File: src/raycast_pkg.sv
package raycast_pkg;

   // screen geometry after the 4x downscale
   localparam logic [15:0] screen_width = 16'd320;       // columns, also the row stride
   localparam logic [7:0]  screen_height = 8'd180;       // rows per column
   localparam logic [7:0]  half_screen_height = 8'd90;   // horizon row

   localparam int          fb_addr_bits = 16;
   localparam logic [15:0] fb_depth = 16'd57600;         // 320 * 180 pixels
   localparam int          pixel_bits = 16;              // rgb565
   localparam int          vcount_bits = 8;

   // column record layout, msb first
   localparam int record_bits = 23;
   localparam int hcount_bits = 9;
   localparam int line_height_bits = 8;
   localparam int map_data_bits = 4;
   localparam int hcount_lsb = 14;                       // [22:14]
   localparam int line_height_lsb = 6;                   // [13:6]
   localparam int wall_type_bit = 5;                     // 0 = x side, 1 = y side
   localparam int map_data_lsb = 1;                      // [4:1]
   localparam int last_bit = 0;                          // last column of the frame

   localparam logic [3:0] fifo_depth = 4'd8;
   localparam int         fifo_ptr_bits = 3;
   localparam int         fifo_count_bits = 4;           // holds 0..8

   localparam logic [15:0] background_color = 16'hFFFF;  // ceiling and floor

   // entry 0 matches the background so an empty cell draws nothing
   localparam logic [15:0] wall_palette [0:15] = '{
      16'hFFFF, 16'hF800, 16'h07E0, 16'h001F,
      16'hFFE0, 16'h07FF, 16'hF81F, 16'h8410,
      16'hFD20, 16'h8000, 16'h0400, 16'h0010,
      16'h8400, 16'h4208, 16'hA145, 16'h0000
   };

   // y side hits are drawn at half brightness, each channel halved on its own
   function automatic logic [pixel_bits-1:0] shade_pixel(
      input logic [map_data_bits-1:0] map_data,
      input logic                     wall_type
   );
      logic [pixel_bits-1:0] base;
      base = wall_palette[map_data];
      if (wall_type) begin
         return {1'b0, base[15:12], 1'b0, base[10:6], 1'b0, base[4:1]}; // r, g, b
      end
      return base;
   endfunction

endpackage

File: src/column_flattener.sv
`timescale 1ns/1ns

module column_flattener (
   input  logic                                 pixel_clk_in,
   input  logic                                 rst_in,
   input  logic                                 fifo_empty,
   input  logic [raycast_pkg::record_bits-1:0]  fifo_data,
   output logic                                 fifo_pop,
   output logic                                 pixel_we,
   output logic [raycast_pkg::fb_addr_bits-1:0] pixel_addr,
   output logic [raycast_pkg::pixel_bits-1:0]   pixel_data,
   output logic                                 frame_done
);

   // head record fields
   logic [raycast_pkg::hcount_bits-1:0]      rec_hcount;
   logic [raycast_pkg::line_height_bits-1:0] rec_line_height;
   logic                                     rec_wall_type;
   logic [raycast_pkg::map_data_bits-1:0]    rec_map_data;
   logic                                     rec_last;

   // draw bounds for the head record
   logic [raycast_pkg::line_height_bits-1:0] half_height;
   logic                                     clamp_bounds;
   logic [raycast_pkg::vcount_bits-1:0]      start_d;
   logic [raycast_pkg::vcount_bits-1:0]      end_d;

   // control state
   logic                                     sweeping;   // 0 waits for a record, 1 sweeps rows
   logic [raycast_pkg::vcount_bits-1:0]      vcount;
   logic                                     last_row;

   // latched column
   logic [raycast_pkg::map_data_bits-1:0]    col_map_data;
   logic                                     col_wall_type;
   logic                                     col_last;
   logic [raycast_pkg::vcount_bits-1:0]      draw_start;
   logic [raycast_pkg::vcount_bits-1:0]      draw_end;
   logic [raycast_pkg::fb_addr_bits-1:0]     row_addr;   // running row * 320 + hcount
   logic                                     in_wall;

   assign rec_hcount      = fifo_data[raycast_pkg::hcount_lsb +: raycast_pkg::hcount_bits];
   assign rec_line_height = fifo_data[raycast_pkg::line_height_lsb +: raycast_pkg::line_height_bits];
   assign rec_wall_type   = fifo_data[raycast_pkg::wall_type_bit];
   assign rec_map_data    = fifo_data[raycast_pkg::map_data_lsb +: raycast_pkg::map_data_bits];
   assign rec_last        = fifo_data[raycast_pkg::last_bit];

   // wall spans half the line height either side of the horizon
   assign half_height  = rec_line_height >> 1;
   assign clamp_bounds = (half_height >= raycast_pkg::half_screen_height); // both ends clip together
   assign start_d = clamp_bounds ? '0 : raycast_pkg::half_screen_height - half_height;
   assign end_d   = clamp_bounds ? raycast_pkg::screen_height
                                 : raycast_pkg::half_screen_height + half_height;

   assign fifo_pop = !sweeping && !fifo_empty; // take the head as soon as we are idle
   assign last_row = (vcount == raycast_pkg::screen_height - 8'd1);

   // pixel outputs come straight from the sweep registers
   assign in_wall    = (vcount >= draw_start) && (vcount < draw_end);
   assign pixel_we   = sweeping;
   assign pixel_addr = row_addr;
   assign pixel_data = in_wall ? raycast_pkg::shade_pixel(col_map_data, col_wall_type)
                               : raycast_pkg::background_color;

   always_ff @(posedge pixel_clk_in) begin
      if (rst_in) begin
         sweeping   <= 1'b0;
         vcount     <= '0;
         frame_done <= 1'b0;
      end else begin
         frame_done <= 1'b0; // single cycle pulse
         if (!sweeping) begin
            if (fifo_pop) begin
               sweeping <= 1'b1;
               vcount   <= '0;
            end
         end else if (last_row) begin
            sweeping   <= 1'b0;
            vcount     <= '0;
            frame_done <= col_last; // row 179 of the last column written this cycle
         end else begin
            vcount <= vcount + 8'd1;
         end
      end
   end

   // column payload, only meaningful while sweeping
   always_ff @(posedge pixel_clk_in) begin
      if (fifo_pop) begin
         col_map_data  <= rec_map_data;
         col_wall_type <= rec_wall_type;
         col_last      <= rec_last;
         draw_start    <= start_d;
         draw_end      <= end_d;
         row_addr      <= {{(raycast_pkg::fb_addr_bits - raycast_pkg::hcount_bits){1'b0}},
                           rec_hcount}; // row 0 address
      end else if (sweeping) begin
         row_addr <= row_addr + raycast_pkg::screen_width; // next row down
      end
   end

endmodule

File: config.mk
export PLATFORM = sky130hd
export DESIGN_NAME = column_flattener
export DESIGN_NICKNAME = d
export VERILOG_FILES = /design/src/raycast_pkg.sv /design/src/column_flattener.sv
export SDC_FILE = /design/constraint.sdc
export NUM_CORES = 1
export LEC_CHECK = 0
export BUFFER_PORTS_ARGS = -buffer_cell sky130_fd_sc_hd__buf_4
export CAP_MARGIN = 20
export CORE_MARGIN = 3
export CORE_UTILIZATION = 59
export DETAILED_ROUTE_END_ITERATION = 10
export PLACE_DENSITY = 0.91
export SLEW_MARGIN = 20
export SYNTH_ARGS = -nofsm -noshare
export SYNTH_HDL_FRONTEND = slang
export SYNTH_SLANG_ARGS = --single-unit
File: constraint.sdc
create_clock -name pixel_clk_in -period 3.4 [get_ports pixel_clk_in]
set_clock_uncertainty 0.1 [all_clocks]
set_input_delay 0.68 -clock pixel_clk_in [delete_from_list [all_inputs] [get_ports pixel_clk_in]]
set_output_delay 0.68 -clock pixel_clk_in [all_outputs]
set_load 0.02 [all_outputs]
==> impl_metrics.tcl, run 1 <==
set metrics [dict create \
    status "completed" \
    tns_ns 0 \
    synth-compound-area-share_pct 14.0 \
    hold_path_class "reg2reg" \
    synth-seq-cells 47 \
    grt_max_degree 32 \
    htreeDepth 2 \
    yosys.area.top_type "edfxtp_1" \
    combPwrFrac_pct 19.1 \
    cp_max_fo 16 \
    clock-root-buffer "clkbuf_8" \
    drt-total-wl_mm 6.15 \
    layout-drive-gt1-share_pct 21.8 \
    muxShareOfSynthArea_pct 1.48 \
    period_needed_ns 3.22 \
    path_class "reg2out" \
    max_freq_mhz 310 \
    synthArstFlopShare_pct 0 \
    num_io_pins 61 \
    coreArea_mm2 0.00453 \
    drt-initial-drc-count 156 \
    switching_power_mw 0.380 \
    ys_top_cells_by_area "edfxtp_1 (31%), dfxtp_1 (12%), ha_1 (12%)" \
    fillers 305 \
    tightest_slew_ns 0.709 \
    remaining_drc_errors 0 \
    syn_avg_cell_area_um2 9.41 \
    synthDominantCellAreaShare_pct 31.3 \
    clock_sinks 47 \
    grt_util_met2_pct 39.2 \
    grt_pass1_vias 2108 \
    cts_buffer_depth 2 \
    power_mw 1.37 \
    num_rows 24 \
    yosys.area_share.simple_pct 20.6 \
    grt_setup_unrepaired "no" \
    globalRouteOverflowTotal 0 \
    grt_pass1_wl_mm 9.49 \
    start_util_pct 63.5 \
    dieArea_mm2 0.00575 \
    grt_usage_pct 21.9 \
    placed_cell_area_mm2 0.00337 \
    cts_inserted_buffers 5 \
    syn2layout_area_growth_pct 21.3 \
    maxCapViolations 0 \
    syn_nets 359 \
    synth_edf_count 30 \
    post-route-period-util_pct 94.7 \
    via_per_inst 5.52 \
    leakagePower_nw 1.52 \
    firstDrtPassIters 4 \
    portBuffers 59 \
    cp.arrival_ns 2.44 \
    multi_input_area_mm2 0.00151 \
    die_w_um 75.9 \
    synth_ff_type "edfxtp_1" \
    p_int_mw 0.993 \
    syn_inst 306 \
    drt-wirelength-per-cell_um 14.4 \
    seq_area_mm2 0.00124 \
    ant_nets 0 \
    end_kind "primary output" \
    yosys.area_share.adder_pct 11.7 \
    die_h_um 75.9 \
    drv_slew 0 \
    p_per_area_mw_per_mm2 393 \
    yosys.area_share.xor_xnor_pct 4.26 \
    final_nets 415 \
    switching_share_pct 27.7 \
    dp_hpwl_mm 4.58 \
    ys_types 49 \
    insertion_delay_ns 0.31 \
    ir_drop_uv 303 \
    gp_congestion 0.905 \
    power_frac_seq_pct 50.5 \
    path_clk_slew_ns 0.09 \
    critPathRequiredTime_ns 2.62 \
    grt_util_met1_pct 25.7 \
    yosysSeqAreaShare_pct 43.1 \
    cts_hold_buf 0 \
    hold_viol 0 \
    final_cell_mix "buf_4 (61), nor2_1 (36), nand2_1 (30), edfxtp_1 (30), ha_1 (27)" \
    setup_violations 0 \
    synth_warnings 0 \
    synth_top_family_by_area "simple AND/OR/NAND/NOR gates" \
    syn-cell-area_mm2 0.00288 \
    start_kind "flop" \
    dp_slack_ns 0.349 \
    via_count 2361 \
    relSlewSlack_pct 52.7 \
    grt_util_met3_pct 5.01 \
    final_common_cell "buf_4" \
    cts_setup_buffers 0 \
    busiest_layer "met2" \
    antenna_cells 0 \
    pwr-share-clk_pct 30.4 \
    cts_tree "yes" \
    finalInstanceArea_mm2 0.00349 \
    layout_setup_ws_ns 0.179 \
    antenna_found_initial 0 \
]
logic make-up after synthesis:
group,Yosys count
compound gates,60
xor+xnor,14
fa+ha+maj,27
buf+inv,34
flops,47
mux,4
simple gates,120
final timing paths:
path	from	end	slack, ns	depth (start not counted)
max	vcount[1]	pixel_data[15]	0.18	7
min	col_last	frame_done	0.42	2
min reg2reg	col_last	frame_done	0.42	2
max reg2reg	pixel_we	pixel_addr[7]	1.55	3
Yosys cell counts, types with 2 or more instances:
library cell	n
a211oi_1	3
a21o_1	5
a21oi_1	13
a22o_1	2
a311oi_1	3
a31oi_1	3
and2_1	7
and3_1	4
and4_1	2
buf_2	3
clkbuf_1	6
dfxtp_1	17
edfxtp_1	30
ha_1	27
inv_1	22
mux2_2	2
mux2i_1	2
nand2_1	30
nand2b_1	4
nand3_1	6
nand3b_1	4
nor2_1	37
nor2b_1	12
nor3_1	6
nor3b_1	2
o211ai_1	3
o21ai_0	16
o31ai_1	2
xnor2_1	6
xor2_1	8
final cells by class:
type / instances / share of cell area, %
multi-input combinational: 225 / 43.3
sequential: 47 / 35.6
timing repair buffer: 61 / 13.1
inverter: 22 / 2.37
tap: 65 / 2.33
clock buffer: 5 / 1.97
clock inverter: 3 / 1.33
per-stage QoR:
step	utilization, %	hold WS [ns]	std cells
floorplan	-	0.385	306
global placement	74.3	0.388	420
detailed placement	74.3	0.400	420
CTS	77.0	0.417	428
global route	77.0	0.425	428
finish	77.0	0.416	428
state kept, by name, summed over array words and instances, names as in the netlist:
name,flops
draw_start,8
frame_done,1
col_wall_type,1
pixel_addr,16
col_map_data,4
pixel_we,1
vcount,8
col_last,1
draw_end,7
power groups by stage:
stage / Sequential, mW / Combinational (mW) / Clock, mW
2_1_floorplan: 0.710 / 0.154 / 0
3_3_place_gp: 0.702 / 0.249 / 0
3_5_place_dp: 0.706 / 0.260 / 0
4_1_cts: 0.693 / 0.264 / 0.418
5_1_grt: 0.699 / 0.291 / 0.440
6_report: 0.694 / 0.262 / 0.417
metal layers:
layer  vias up  share of wire, %
li1       1178                 -
met1      1100                40
met2        73                54
met3        10               4.6
met4         0               1.5
met5         -                 0
critical path, stage by stage (launching register included):
cell and delay (ns):
dfxtp_1 0.37, ha_1 0.32, nor2b_1 0.13, o211a_1 0.16, o311ai_1 0.15, a211oi_4 0.59, o21ai_0 0.21, buf_4 0.20
timing repair:
action,4_1_cts,5_1_grt
hold endpoints to repair,0,0
gates resized for setup,1,0
endpoints found under the setup margin,1,0
Note: power is estimated with default switching activity, not from simulation.
==> run 2: changes to the inputs <==
--- a/config.mk
+++ b/config.mk
@@ -11,6 +11,7 @@
 export CORE_UTILIZATION = 59
 export DETAILED_ROUTE_END_ITERATION = 10
 export PLACE_DENSITY = 0.91
+export RECOVER_POWER = 25
 export SLEW_MARGIN = 20
 export SYNTH_ARGS = -nofsm -noshare
 export SYNTH_HDL_FRONTEND = slang
==> impl_metrics.tcl, run 2 (synthesized netlist as in run 1, its figures left out) <==
set metrics [dict create \
    grt_pass1_wl_mm 9.49 \
    maxCapViolations 0 \
    multi_input_area_mm2 0.00150 \
    tightest_slew_ns 1.42 \
    cts_tree "yes" \
    die_h_um 75.9 \
    final_nets 415 \
    syn2layout_area_growth_pct 20.3 \
    drt-total-wl_mm 6.11 \
    critPathTopFamily "compound AO/OA/AOI/OAI gates" \
    cts_buffer_depth 2 \
    firstDrtPassIters 4 \
    worstPathBufferInverterCount 1 \
    path_class "reg2out" \
    busiest_layer "met2" \
    grt_util_met3_pct 5.01 \
    clock_sinks 47 \
    ant_nets 0 \
    portBuffers 59 \
    r2r-start "pixel_we" \
    grt_util_met1_pct 25.7 \
    max_freq_mhz 311 \
    num_rows 24 \
    drv_slew 0 \
    antenna_found_initial 0 \
    insertion_delay_ns 0.31 \
    rr_endpoint "pixel_addr[7]" \
    grt_max_degree 32 \
    startpoint "vcount[1]" \
    dieArea_mm2 0.00575 \
    cp.arrival_ns 2.43 \
    hold_viol 0 \
    period_needed_ns 3.21 \
    fillers 309 \
    final_common_cell "buf_4" \
    cts_inserted_buffers 5 \
    end_kind "primary output" \
    worst_hold_slack_ns 0.415 \
    path_clk_slew_ns 0.09 \
    die_w_um 75.9 \
    setup_violations 0 \
    reg2reg_depth 3 \
    crit_end "pixel_data[15]" \
    remaining_drc_errors 0 \
    relSlewSlack_pct 5.32 \
    hold_path_class "reg2reg" \
    grt_util_met2_pct 39.2 \
    cts_setup_buffers 0 \
    grt_usage_pct 21.9 \
    post_cts_resized 1 \
    path_cells "ha_1 -> nor2b_1 -> o211a_1 -> o311ai_1 -> a211oi_4 -> o21ai_0 -> buf_4" \
    clock-root-buffer "clkbuf_8" \
    gp_congestion 0.905 \
    crit_path_top_delay_cell "a211oi_4" \
    leakagePower_nw 1.50 \
    seq_area_mm2 0.00124 \
    critPathRequiredTime_ns 2.62 \
    cp_max_fo 16 \
    tns_ns 0 \
    p_per_area_mw_per_mm2 395 \
    globalRouteOverflowTotal 0 \
    final_cell_mix "buf_4 (51), nor2_1 (37), nand2_1 (30), edfxtp_1 (30), ha_1 (27)" \
    grt_setup_unrepaired "no" \
    grt_pass1_vias 2108 \
    start_kind "flop" \
    num_io_pins 61 \
    antenna_cells 0 \
    drt-wirelength-per-cell_um 14.3 \
    largest_reg_flops 16 \
    start_util_pct 63.5 \
    dp_hpwl_mm 4.58 \
    finalInstanceArea_mm2 0.00346 \
    critPathMaxStageDelay_ns 0.58 \
    rrSetupSlack_ns 0.76 \
    ir_drop_uv 304 \
    post-route-period-util_pct 94.5 \
    layout-drive-gt1-share_pct 20.1 \
    cts_hold_buf 0 \
    status "completed" \
    placed_cell_area_mm2 0.00337 \
    drt-initial-drc-count 121 \
    htreeDepth 2 \
    cp.depth 7 \
    via_count 2354 \
    coreArea_mm2 0.00453 \
    hold_path_depth 2 \
    final_util_pct 76.4 \
    via_per_inst 5.50 \
]
## run 2: cell types whose count changed in the layout (fill, tap and decap cells not counted), sizes merged
cell    previous run  this run
clkbuf             5        15
buf               61        51
## run 2: area by class of cell
type | count | area share, %
Multi-Input combinational cell | 225 | 43.3
Sequential cell | 47 | 35.8
Timing Repair Buffer | 61 | 12.8
Inverter | 22 | 2.38
Tap cell | 65 | 2.35
Clock buffer | 5 | 1.99
Clock inverter | 3 | 1.34
## run 2: routing by layer
layer	share of wire, %	vias up
li1	-	1181
met1	40	1099
met2	54	64
met3	4.5	10
met4	1.6	0
met5	0	-
## run 2: stage by stage
stage               setup WS (ns)  cells  total power, mW
floorplan                   0.908    306            0.864
global placement            0.452    420            0.952
detailed placement          0.349    420            0.965
CTS                         0.198    428             1.38
global route               0.0373    428             1.43
finish                      0.188    428             1.37
## run 2: worst min-delay path, stage by stage (launching register included)
cell,delay (ns)
edfxtp_1,0.37
nand2_1,0.07
nor4_1,0.04
## run 2: how the worst min path moves through the flow
stage                                end  slack, ns            from
final                         frame_done       0.42        col_last
after global routing          frame_done       0.44        col_last
after CTS                     frame_done       0.42        col_last
after detailed placement      frame_done       0.40        col_last
after global placement    pixel_addr[10]       0.39  pixel_addr[10]
after floorplan               frame_done       0.39        col_last
## run 2: power breakdown
group	internal, mW	leakage [nW]	switching [mW]
clock	0.221	0.0548	0.195
combinational	0.115	1.02	0.143
sequential	0.655	0.429	0.0390
