--- src/raycast_pkg.sv ---
package raycast_pkg;

   // screen geometry after the 4x downscale
   localparam logic [15:0] screen_width = 16'd320;       // columns, also the row stride
   localparam logic [7:0]  screen_height = 8'd180;       // rows per column
   localparam logic [7:0]  half_screen_height = 8'd90;   // horizon row

   localparam int          fb_addr_bits = 16;
   localparam logic [15:0] fb_depth = 16'd57600;         // 320 * 180 pixels
   localparam int          pixel_bits = 16;              // rgb565
   localparam int          vcount_bits = 8;

   // column record layout, msb first
   localparam int record_bits = 23;
   localparam int hcount_bits = 9;
   localparam int line_height_bits = 8;
   localparam int map_data_bits = 4;
   localparam int hcount_lsb = 14;                       // [22:14]
   localparam int line_height_lsb = 6;                   // [13:6]
   localparam int wall_type_bit = 5;                     // 0 = x side, 1 = y side
   localparam int map_data_lsb = 1;                      // [4:1]
   localparam int last_bit = 0;                          // last column of the frame

   localparam logic [3:0] fifo_depth = 4'd8;
   localparam int         fifo_ptr_bits = 3;
   localparam int         fifo_count_bits = 4;           // holds 0..8

   localparam logic [15:0] background_color = 16'hFFFF;  // ceiling and floor

   // entry 0 matches the background so an empty cell draws nothing
   localparam logic [15:0] wall_palette [0:15] = '{
      16'hFFFF, 16'hF800, 16'h07E0, 16'h001F,
      16'hFFE0, 16'h07FF, 16'hF81F, 16'h8410,
      16'hFD20, 16'h8000, 16'h0400, 16'h0010,
      16'h8400, 16'h4208, 16'hA145, 16'h0000
   };

   // y side hits are drawn at half brightness, each channel halved on its own
   function automatic logic [pixel_bits-1:0] shade_pixel(
      input logic [map_data_bits-1:0] map_data,
      input logic                     wall_type
   );
      logic [pixel_bits-1:0] base;
      base = wall_palette[map_data];
      if (wall_type) begin
         return {1'b0, base[15:12], 1'b0, base[10:6], 1'b0, base[4:1]}; // r, g, b
      end
      return base;
   endfunction

endpackage

--- src/ray_column_fifo.sv ---
`timescale 1ns/1ns

module ray_column_fifo (
   input  logic                                pixel_clk_in,
   input  logic                                rst_in,
   input  logic                                column_we,    // producer write strobe
   input  logic [raycast_pkg::record_bits-1:0] column_data,
   input  logic                                fifo_pop,     // flattener takes the head
   output logic                                column_full,
   output logic                                fifo_empty,
   output logic [raycast_pkg::record_bits-1:0] fifo_data     // head record, no read delay
);

   // record storage
   logic [raycast_pkg::record_bits-1:0] mem [0:raycast_pkg::fifo_depth-1];

   logic [raycast_pkg::fifo_ptr_bits-1:0]   wr_ptr;
   logic [raycast_pkg::fifo_ptr_bits-1:0]   rd_ptr;
   logic [raycast_pkg::fifo_count_bits-1:0] count;

   logic push; // accepted write
   logic pop;  // accepted read

   // levels straight off the count
   assign column_full = (count == raycast_pkg::fifo_depth);
   assign fifo_empty  = (count == '0);

   // writes while full are dropped here, the producer is expected to watch column_full
   assign push = column_we && !column_full;
   assign pop  = fifo_pop && !fifo_empty;

   assign fifo_data = mem[rd_ptr]; // first-word fall-through

   always_ff @(posedge pixel_clk_in) begin
      if (push) begin
         mem[wr_ptr] <= column_data;
      end
   end

   // pointers wrap on their own since the depth is a power of two
   always_ff @(posedge pixel_clk_in) begin
      if (rst_in) begin
         wr_ptr <= '0;
         rd_ptr <= '0;
         count  <= '0;
      end else begin
         if (push) begin
            wr_ptr <= wr_ptr + 3'd1;
         end
         if (pop) begin
            rd_ptr <= rd_ptr + 3'd1;
         end
         case ({push, pop})
            2'b10:   count <= count + 4'd1; // write only
            2'b01:   count <= count - 4'd1; // read only
            default: count <= count;        // both or neither
         endcase
      end
   end

endmodule

--- config.mk ---
export PLATFORM = sky130hd
export DESIGN_NAME = ray_column_fifo
export DESIGN_NICKNAME = d
export VERILOG_FILES = /design/src/raycast_pkg.sv /design/src/ray_column_fifo.sv
export SDC_FILE = /design/constraint.sdc
export NUM_CORES = 1
export LEC_CHECK = 0
export BUFFER_PORTS_ARGS = -buffer_cell sky130_fd_sc_hd__buf_2
export CAP_MARGIN = 15
export CORE_MARGIN = 2
export CORE_UTILIZATION = 60
export CTS_CLUSTER_SIZE = 40
export DETAILED_ROUTE_END_ITERATION = 6
export PLACE_DENSITY = 0.85
export SLEW_MARGIN = 20
export SYNTH_ARGS = -nofsm -noshare
export SYNTH_HDL_FRONTEND = slang
export SYNTH_SLANG_ARGS = --single-unit
--- constraint.sdc ---
create_clock -name pixel_clk_in -period 4.1 [get_ports pixel_clk_in]
set_input_delay 0.615 -clock pixel_clk_in [delete_from_list [all_inputs] [get_ports pixel_clk_in]]
set_output_delay 0.615 -clock pixel_clk_in [all_outputs]
set_load 0.1 [all_outputs]
==> results by stage, run 1 <==
Pwr:
- VDD sags by at most a little under 800 µV.
- The combinational fraction of design power is 0.317.
- The part of the power in registers is 0.416.
- In this run the static leakage power is 0.00293 µW.
- Dividing total power by cell area gives a power density of 683 nW/µm².
- The share of total power dissipated in the clock network is 0.267.
- The net load switching power is 2210 µW.
- Internal power comes to approximately 3800 µW.
- Of the total power, the share spent switching nets is 0.369.

Route:
- After detailed routing, the number of remaining DRC violations is 0.
- The detailed-routing iteration count for the pre-antenna-repair pass is 5.
- The number of DRC markers after the initial detailed-route iteration is 302.
- The via count of the routed design is 3505.
- The final wirelength is 13.5 mm.
- Using the TritonRoute via totals, the vias-per-cell ratio works out to 5.93.
- The routed wire length per instance is approximately 23 µm.
- The number of nets with antenna violations after routing is 0.

Run:
- The tool flagged a number of max-cap violations equal to 0.

Synthesis:
- Yosys mapped a number of flops with a built-in enable equal to 184.
- In the synthesized netlist the dominant register cell turns out to be sky130_fd_sc_hd__edfxtp_1.
- The total of flip-flops plus latches after synthesis is approximately 200.
- The portion of netlist area occupied by mux cells is 0.188.
- When the netlist entered floorplanning its net count stood at 371.
- For this run, the number of Yosys warnings is 0.
- The share of the synthesized area in compound gates (AO/OA/AOI/OAI) came to 0.00681.
- The dominant combinational cell family by area after synthesis is multiplexers.
- Counting distinct cell types in the post-synthesis netlist gives 31.
- The synthesized netlist occupies a cell area of 7720 µm².
- Of the total synthesized cell area, the portion taken by full adders, half adders and majority gates is 0.00811.
- The register area share after synthesis is 0.750.
- A synthesized cell averages between 20 and 25 µm².
- The synthesized-area fraction occupied by and/or/nand/nor cells is 0.0234.
- Synthesis produced a netlist whose cell count is 339.
- Of the total synthesized cell area, the portion taken by XOR and XNOR cells is 0.00795.
- The async set-reset flop share out of synthesis is 0.

Floorplan:
- The die outline width is 117 µm.
- The floorplan die area is roughly 14000 µm².
- The total number of placement rows is roughly 40.
- The initial standard-cell utilization of the core is 0.614.
- The region available for standard cell placement spans 12600 µm².
- The die is 117 µm tall.
- In this run the count of I/O pins placed on the die edge is 52.

Global routing:
- The first global-routing pass estimated 20.8 mm of wire.
- The total congestion overflow after global routing is 0.
- The number of global-route vias before repair is 3663.
- Entering global routing, the biggest net connects 47 pins.
- The initial antenna violation count is 1.
- The combined global-route utilization of all metal layers is 0.208.

STA:
- The count of pins over their slew limit is 0.
- The worst path needs around 3.3 ns of the cycle, external delays included.
- Setup violations remaining at the end of the flow were counted as 0.
- At the pin with the least slew margin, the transition time is 1.07 ns.
- Of the available clock period, the critical path in the final layout requires 0.809.
- Timing would allow up to between 300 and 400 MHz.
- In the post-route analysis, the smallest setup slack over all paths is roughly 0.78 ns.
- For the final database, setup skew stands at 0.00713 ns.
- Headroom to the max-slew limit came out at 0.287.
- The number of failing hold endpoints at the final stage came to 0.
- Setup repair after global routing left no endpoint under its margin.
- Summed over all failing endpoints, the final setup total negative slack is 0 ns.

Cells and area:
- At the end of the flow, the number of nets in the layout was 437.
- The count of filler cells inserted in the layout is 705.
- The area added between synthesis and finish is 14.0%.
- In the final layout, the share of cells above drive strength 1 is 0.354.
- The library cell used most frequently in the layout, excluding fill and tap cells, is sky130_fd_sc_hd__edfxtp_1.
- Leaving out fill and tap cells, the most frequent cells in the layout are sky130_fd_sc_hd__edfxtp_1, sky130_fd_sc_hd__buf_2, sky130_fd_sc_hd__mux4_1.

Clock tree:
- The CTS root buffer is sky130_fd_sc_hd__clkbuf_16.
- The number of buffers created by CTS is 17.
- The count of hold-fix buffers inserted at cts is 0.
- The TritonCTS clock tree is yes.
- After clock tree synthesis, the repair step resized 0 gates.
- In this run the deepest clock path goes through 2 buffers.
- The latest clock arrival within the worst-skew pair is 0.43 ns.
- After clock tree synthesis, the clock-pin slew on the worst setup and hold paths is 0.07 ns.
- The number of buffers inserted to repair setup after CTS is 0.
- Counting every sink on the clock net gives just under 200.
- In this run the number of H-tree levels came out at 4.

Placed design:
- The count of buffers added on input and output ports is 51.
- The wire-length estimate of the detail-placed layout is 7.35 mm.
- OpenSTA, run right after detailed placement, puts the worst setup slack at 1.27 ns.
- The final weighted congestion in routability-driven placement is about 0.7.

Worst hold path:
- The tightest min-delay check is of the input pin to flip-flop type.

Critical path:
- For the worst setup path, the data required time is 3.48 ns.
- The type of element capturing the critical path is a primary output.
- The kind of start point of the critical path is a flip-flop.
- The maximum net fanout on the critical path is 20.
- Data on the critical path arrives at its endpoint at 2.70 ns.
- The worst setup path is of the flip-flop to primary output kind.

Outcome:
- The flow ran to the end, and the final reports show no timing, DRC or antenna violations.
## power groups by stage
stage / clock network, µW / registers (µW) / logic (µW)
after CTS: 1630 / 2500 / 1920
after detailed placement: 0 / 2540 / 1900
after global routing: 1700 / 2520 / 1980
after global placement: 0 / 2530 / 1870
after floorplan: 0 / 2450 / 1700
final: 1600 / 2500 / 1900
## per-stage QoR
stage	instance area [µm²]	hold slack, ns	power (µW)	instances	utilization
3_3_place_gp	8210	0.503	4390	558	0.653
6_report	8790	0.447	6000	591	0.700
3_5_place_dp	8210	0.529	4440	558	0.653
5_1_grt	8790	0.448	6200	590	0.700
4_1_cts	8790	0.426	6050	590	0.700
2_1_floorplan	7720	0.485	4140	339	-
## final cells by class
type | instances | area [µm²] | area share
clock buffers | 17 | 425 | 0.0484
well taps | 172 | 215 | 0.0245
clock inverters | 15 | 158 | 0.0179
inverters | 1 | 3.75 | 0.000427
repair buffers | 63 | 358 | 0.0407
flip-flops and latches | 197 | 5790 | 0.658
multi-input cells | 125 | 1840 | 0.210
diodes | 1 | 2.50 | 0.000285
## final timing paths
check                   from           end  slack, ns  depth (start not counted)
min          column_data[18]    mem[5][18]       0.45                          1
min reg2reg        rd_ptr[2]     rd_ptr[2]       0.56                          2
max                flip-flop  fifo_data[1]       0.78                          4
max reg2reg         count[1]      count[3]       1.52                          7
## logic make-up after synthesis
kind of cell	count (synthesis)
AND/OR/NAND/NOR	33
buffers and inverters	17
flip-flops	197
XOR/XNOR	7
multiplexers	73
AO/OA/AOI/OAI	7
adder cells (fa/ha/maj)	5
## Yosys cell counts (all sizes together) (3+ instances only)
master | count | area share
mux4 | 46 | 0.15
ha | 5 | 0.0081
mux2 | 25 | 0.036
nand3 | 3 | 0.0019
xor2 | 6 | 0.0068
nor2 | 12 | 0.0058
dfxtp | 13 | 0.034
nor3 | 5 | 0.0032
edfxtp | 184 | 0.72
buf | 12 | 0.013
a21oi | 3 | 0.0024
clkbuf | 4 | 0.0019
nand2 | 5 | 0.0045
## registers in the layout, summed over array words and instances (netlist names), named ones only
| signal | count |
|---|---|
| wr_ptr | 3 |
| count | 4 |
| mem | 184 |
| rd_ptr | 3 |
## worst max-delay path, stage by stage (launching register included)
cell,delay (ns)
sky130_fd_sc_hd__dfxtp_2,0.77
sky130_fd_sc_hd__buf_12,0.28
sky130_fd_sc_hd__mux4_1,0.58
sky130_fd_sc_hd__mux2_2,0.31
sky130_fd_sc_hd__buf_2,0.30
## routing by layer
layer	track usage	vias up	share of wire
met5	0	-	0
met4	0.0783	0	0.013
met3	0.0608	13	0.073
met2	0.339	123	0.52
met1	0.271	1792	0.39
li1	-	1577	-
Power figures use the tool's default switching activity.
==> inputs of run 2 (changes only) <==
- CORE_UTILIZATION: 60 -> 54
- PLACE_DENSITY: 0.85 -> 0.81
- clock period: 4.1 -> 2.94 ns (I/O delays scaled with it)
==> results by stage, run 2 (same netlist as run 1, synthesis figures left out) <==
Outcome:
- The run finished with clean final reports.

Global routing:
- The met3 track demand over resource in global routing is 0.0494 (-0.0114).
- The global-route wire length before repair is 19.6 mm (-6.0%).
- The busiest metal layer after global routing is met2.
- The initial antenna violation count is 1 (unchanged).
- The met2 usage in global routing came to 0.295 (-0.0438).
- The global-route track usage on met1 was 0.242 (-0.0291).
- The largest net degree at the start of global routing came to 27 (-43%).
- The combined global-route utilization of all metal layers was 0.183 (-0.0249).
- The total congestion overflow after global routing came to 0 (unchanged).
- The number of global-route vias before repair was 3531 (-3.6%).

Cells and area:
- The library cell used most frequently in the layout, excluding fill and tap cells, is sky130_fd_sc_hd__edfxtp_1.
- The largest registers in the layout are mem: 184 flops, count: 4 flops.
- The filler-free cell count of the finished design came to 600 (+1.5%).
- The number of flip-flops in the largest register was 184 (unchanged).
- The final core utilization is 0.630 (-0.0702).
- The fraction of final layout cells sized beyond drive strength 1 is 0.344 (-0.0104).
- The count of filler cells inserted in the layout is 929 (+32%).
- Relative to the synthesized area, the layout overhead comes to 13.7%.
- The total number of nets in the final design is 438 (+0.23%).
- In the layout the commonest cells are sky130_fd_sc_hd__edfxtp_1, sky130_fd_sc_hd__buf_2, sky130_fd_sc_hd__mux4_1.
- The register with the most flip-flops in the final layout is mem.

Route:
- The detailed-routing iteration count for the pre-antenna-repair pass is 4 (-1).
- The routed via count divided by cell count is 5.85 (-1.4%).
- The remaining design rule violation count is 0 (unchanged).
- The final wirelength is 13.2 mm (-2.3%).
- The number of DRC markers after the initial detailed-route iteration came to 263 (-13%).
- The number of nets with antenna violations after routing came to 0 (unchanged).
- The via count of the routed design is 3508 (+0.086%).
- The routed wire length per instance is 22.0 µm (-3.7%).

Critical path:
- STA classifies the critical path endpoint as a primary output.
- Walking the worst path, the cells encountered are buf_12 -> mux4_1 -> mux2_2 -> buf_2.
- The required time of the worst setup path was 2.50 ns (-0.98 ns).
- The worst setup path is of the flip-flop to primary output kind.
- The highest cell delay on the worst timing path was 0.58 ns (-0.19 ns).
- The worst reg-to-reg setup slack came to 0.39 ns (-1.13 ns).
- The kind of start point of the critical path is a flip-flop.
- The maximum net fanout on the critical path is 20 (unchanged).
- The worst-case reg-to-reg path depth is 9 (+2).
- The family with the most delay on the worst path is multiplexers.
- The critical path depth is 4 (unchanged).
- The buffer and inverter count on the worst path came to 2 (unchanged).
- The data arrival time at the worst-slack endpoint came to 2.32 ns (-0.38 ns).
- The cell at the slowest stage of the critical path is sky130_fd_sc_hd__mux4_1.

STA:
- The part of the cycle the worst path needs is 0.939.
- The number of failing hold endpoints at the final stage is 0 (unchanged).
- The number of setup violations in the final report is 0 (unchanged).
- Based on the critical path, the design can be clocked at up to 362 MHz.
- The count of pins over their slew limit is 0 (unchanged).
- The slew at the pin with the worst max-slew slack is 0.534 ns (-0.536 ns).
- The accumulated negative setup slack is 0 ns (unchanged).
- The relative max-transition margin was 0.642 (+0.355).
- The final clock skew is 0.00327 ns (-0.00385 ns).
- Setup repair after global routing left no endpoint under its margin.
- The final critical path time including I/O delays and setup is between 2 and 3 ns.

Clock tree:
- The clock sink total is 197 (unchanged).
- TritonCTS built the clock tree.
- The H-tree depth is 4 (unchanged).
- The number of buffers created by CTS is 17 (unchanged).
- The number of buffers inserted to repair setup after CTS is 0 (unchanged).
- The cell sitting at the root of the clock tree is a sky130_fd_sc_hd__clkbuf_16.
- The latest clock arrival within the worst-skew pair is 0.43 ns (about the same).
- The CTS clock-pin slew for the worst setup and hold paths is 0.06 ns (about the same).
- The maximum root-to-sink buffer count is 2 (unchanged).

Pwr:
- The worst-case vdd ir drop is 864 µV (+11%).
- The power density over the cells is 927 nW/µm² (+36%).
- The static leakage is 0.00290 µW (-0.99%).

Placed design:
- The estimated wirelength of the detail-placed design is 7.47 mm (+1.6%).
- The final weighted congestion in routability-driven placement is 0.753 (+9.1%).
- The number of buffers inserted by port buffering is 51 (unchanged).
- The number of instances in the placed design came to 567 (+1.6%).

Worst hold path:
- The path class of the lowest-slack min-delay path is input pin to flip-flop.
- The number of cells on the worst hold path came to 1 (unchanged).

Floorplan:
- The die outline width was 124 µm (+5.2%).
- The initial standard-cell utilization of the core is 0.554 (-0.0602).
- The floorplan die area is 15300 µm² (+11%).
- The I/O pin count is 52 (unchanged).
- The vertical die dimension is 124 µm (+5.2%).
- The total number of placement rows is 43 (+4.9%).
- The total core area was 13900 µm² (+11%).

Run:
- The max-cap violation count is 0 (unchanged).
-- run 2: cell count changes in the layout (fill, tap and decap cells not counted), sizes merged --
| cell | before | now |
|---|---|---|
| buf | 63 | 64 |
| inv | 9 | 1 |
| clkinvlp | 1 | 3 |
| clkinv | 5 | 10 |
| bufinv | 1 | 0 |
| clkbuf | 17 | 19 |
-- run 2: timing repair --
item / CTS / global route
hold buffers: 0 / 0
resized for setup: 0 / 1
setup endpoints to repair: 0 / 14
-- run 2: report_power, final --
part / internal (µW) / total, µW / leakage (µW) / switching (µW)
sequential: 3290 / 3420 / 0.00178 / 132
clock: 1060 / 1980 / 0.000242 / 921
combinational: 813 / 2730 / 0.000885 / 1920
-- run 2: area by class of cell --
class                   count  area [µm²]  area share
diodes                      1        2.50    0.000285
repair buffers             64         390      0.0445
inverters                   1        3.75    0.000428
multi-input cells         125        1860       0.212
well taps                 180         225      0.0257
flip-flops and latches    197        5790       0.660
clock buffers              19         433      0.0494
clock inverters            13        67.6     0.00770
-- run 2: final timing paths --
check	endpoint	start
worst max-delay path	fifo_data[8]	flip-flop
worst min-delay path	mem[6][6]	column_data[6]
worst max register to register	count[2]	count[1]
worst min register to register	flip-flop	rd_ptr[2]
-- run 2: per-layer routing --
layer | part of all wire | up-vias
met2 | 0.50 | 82
met4 | 0.013 | 0
met3 | 0.049 | 13
met1 | 0.44 | 1837
met5 | 0 | -
li1 | - | 1576
-- run 2: through the flow --
stage                     worst slack [ns]  instance area, µm²  hold slack, ns  total power [µW]
after floorplan                     0.0399                7730           0.485              5780
after global placement               0.481                8270           0.504              6170
after detailed placement             0.414                8270           0.519              6230
after CTS                          0.00843                8770           0.266              8180
after global routing                0.0890                8770           0.276              8410
final                                0.180                8770           0.274              8130
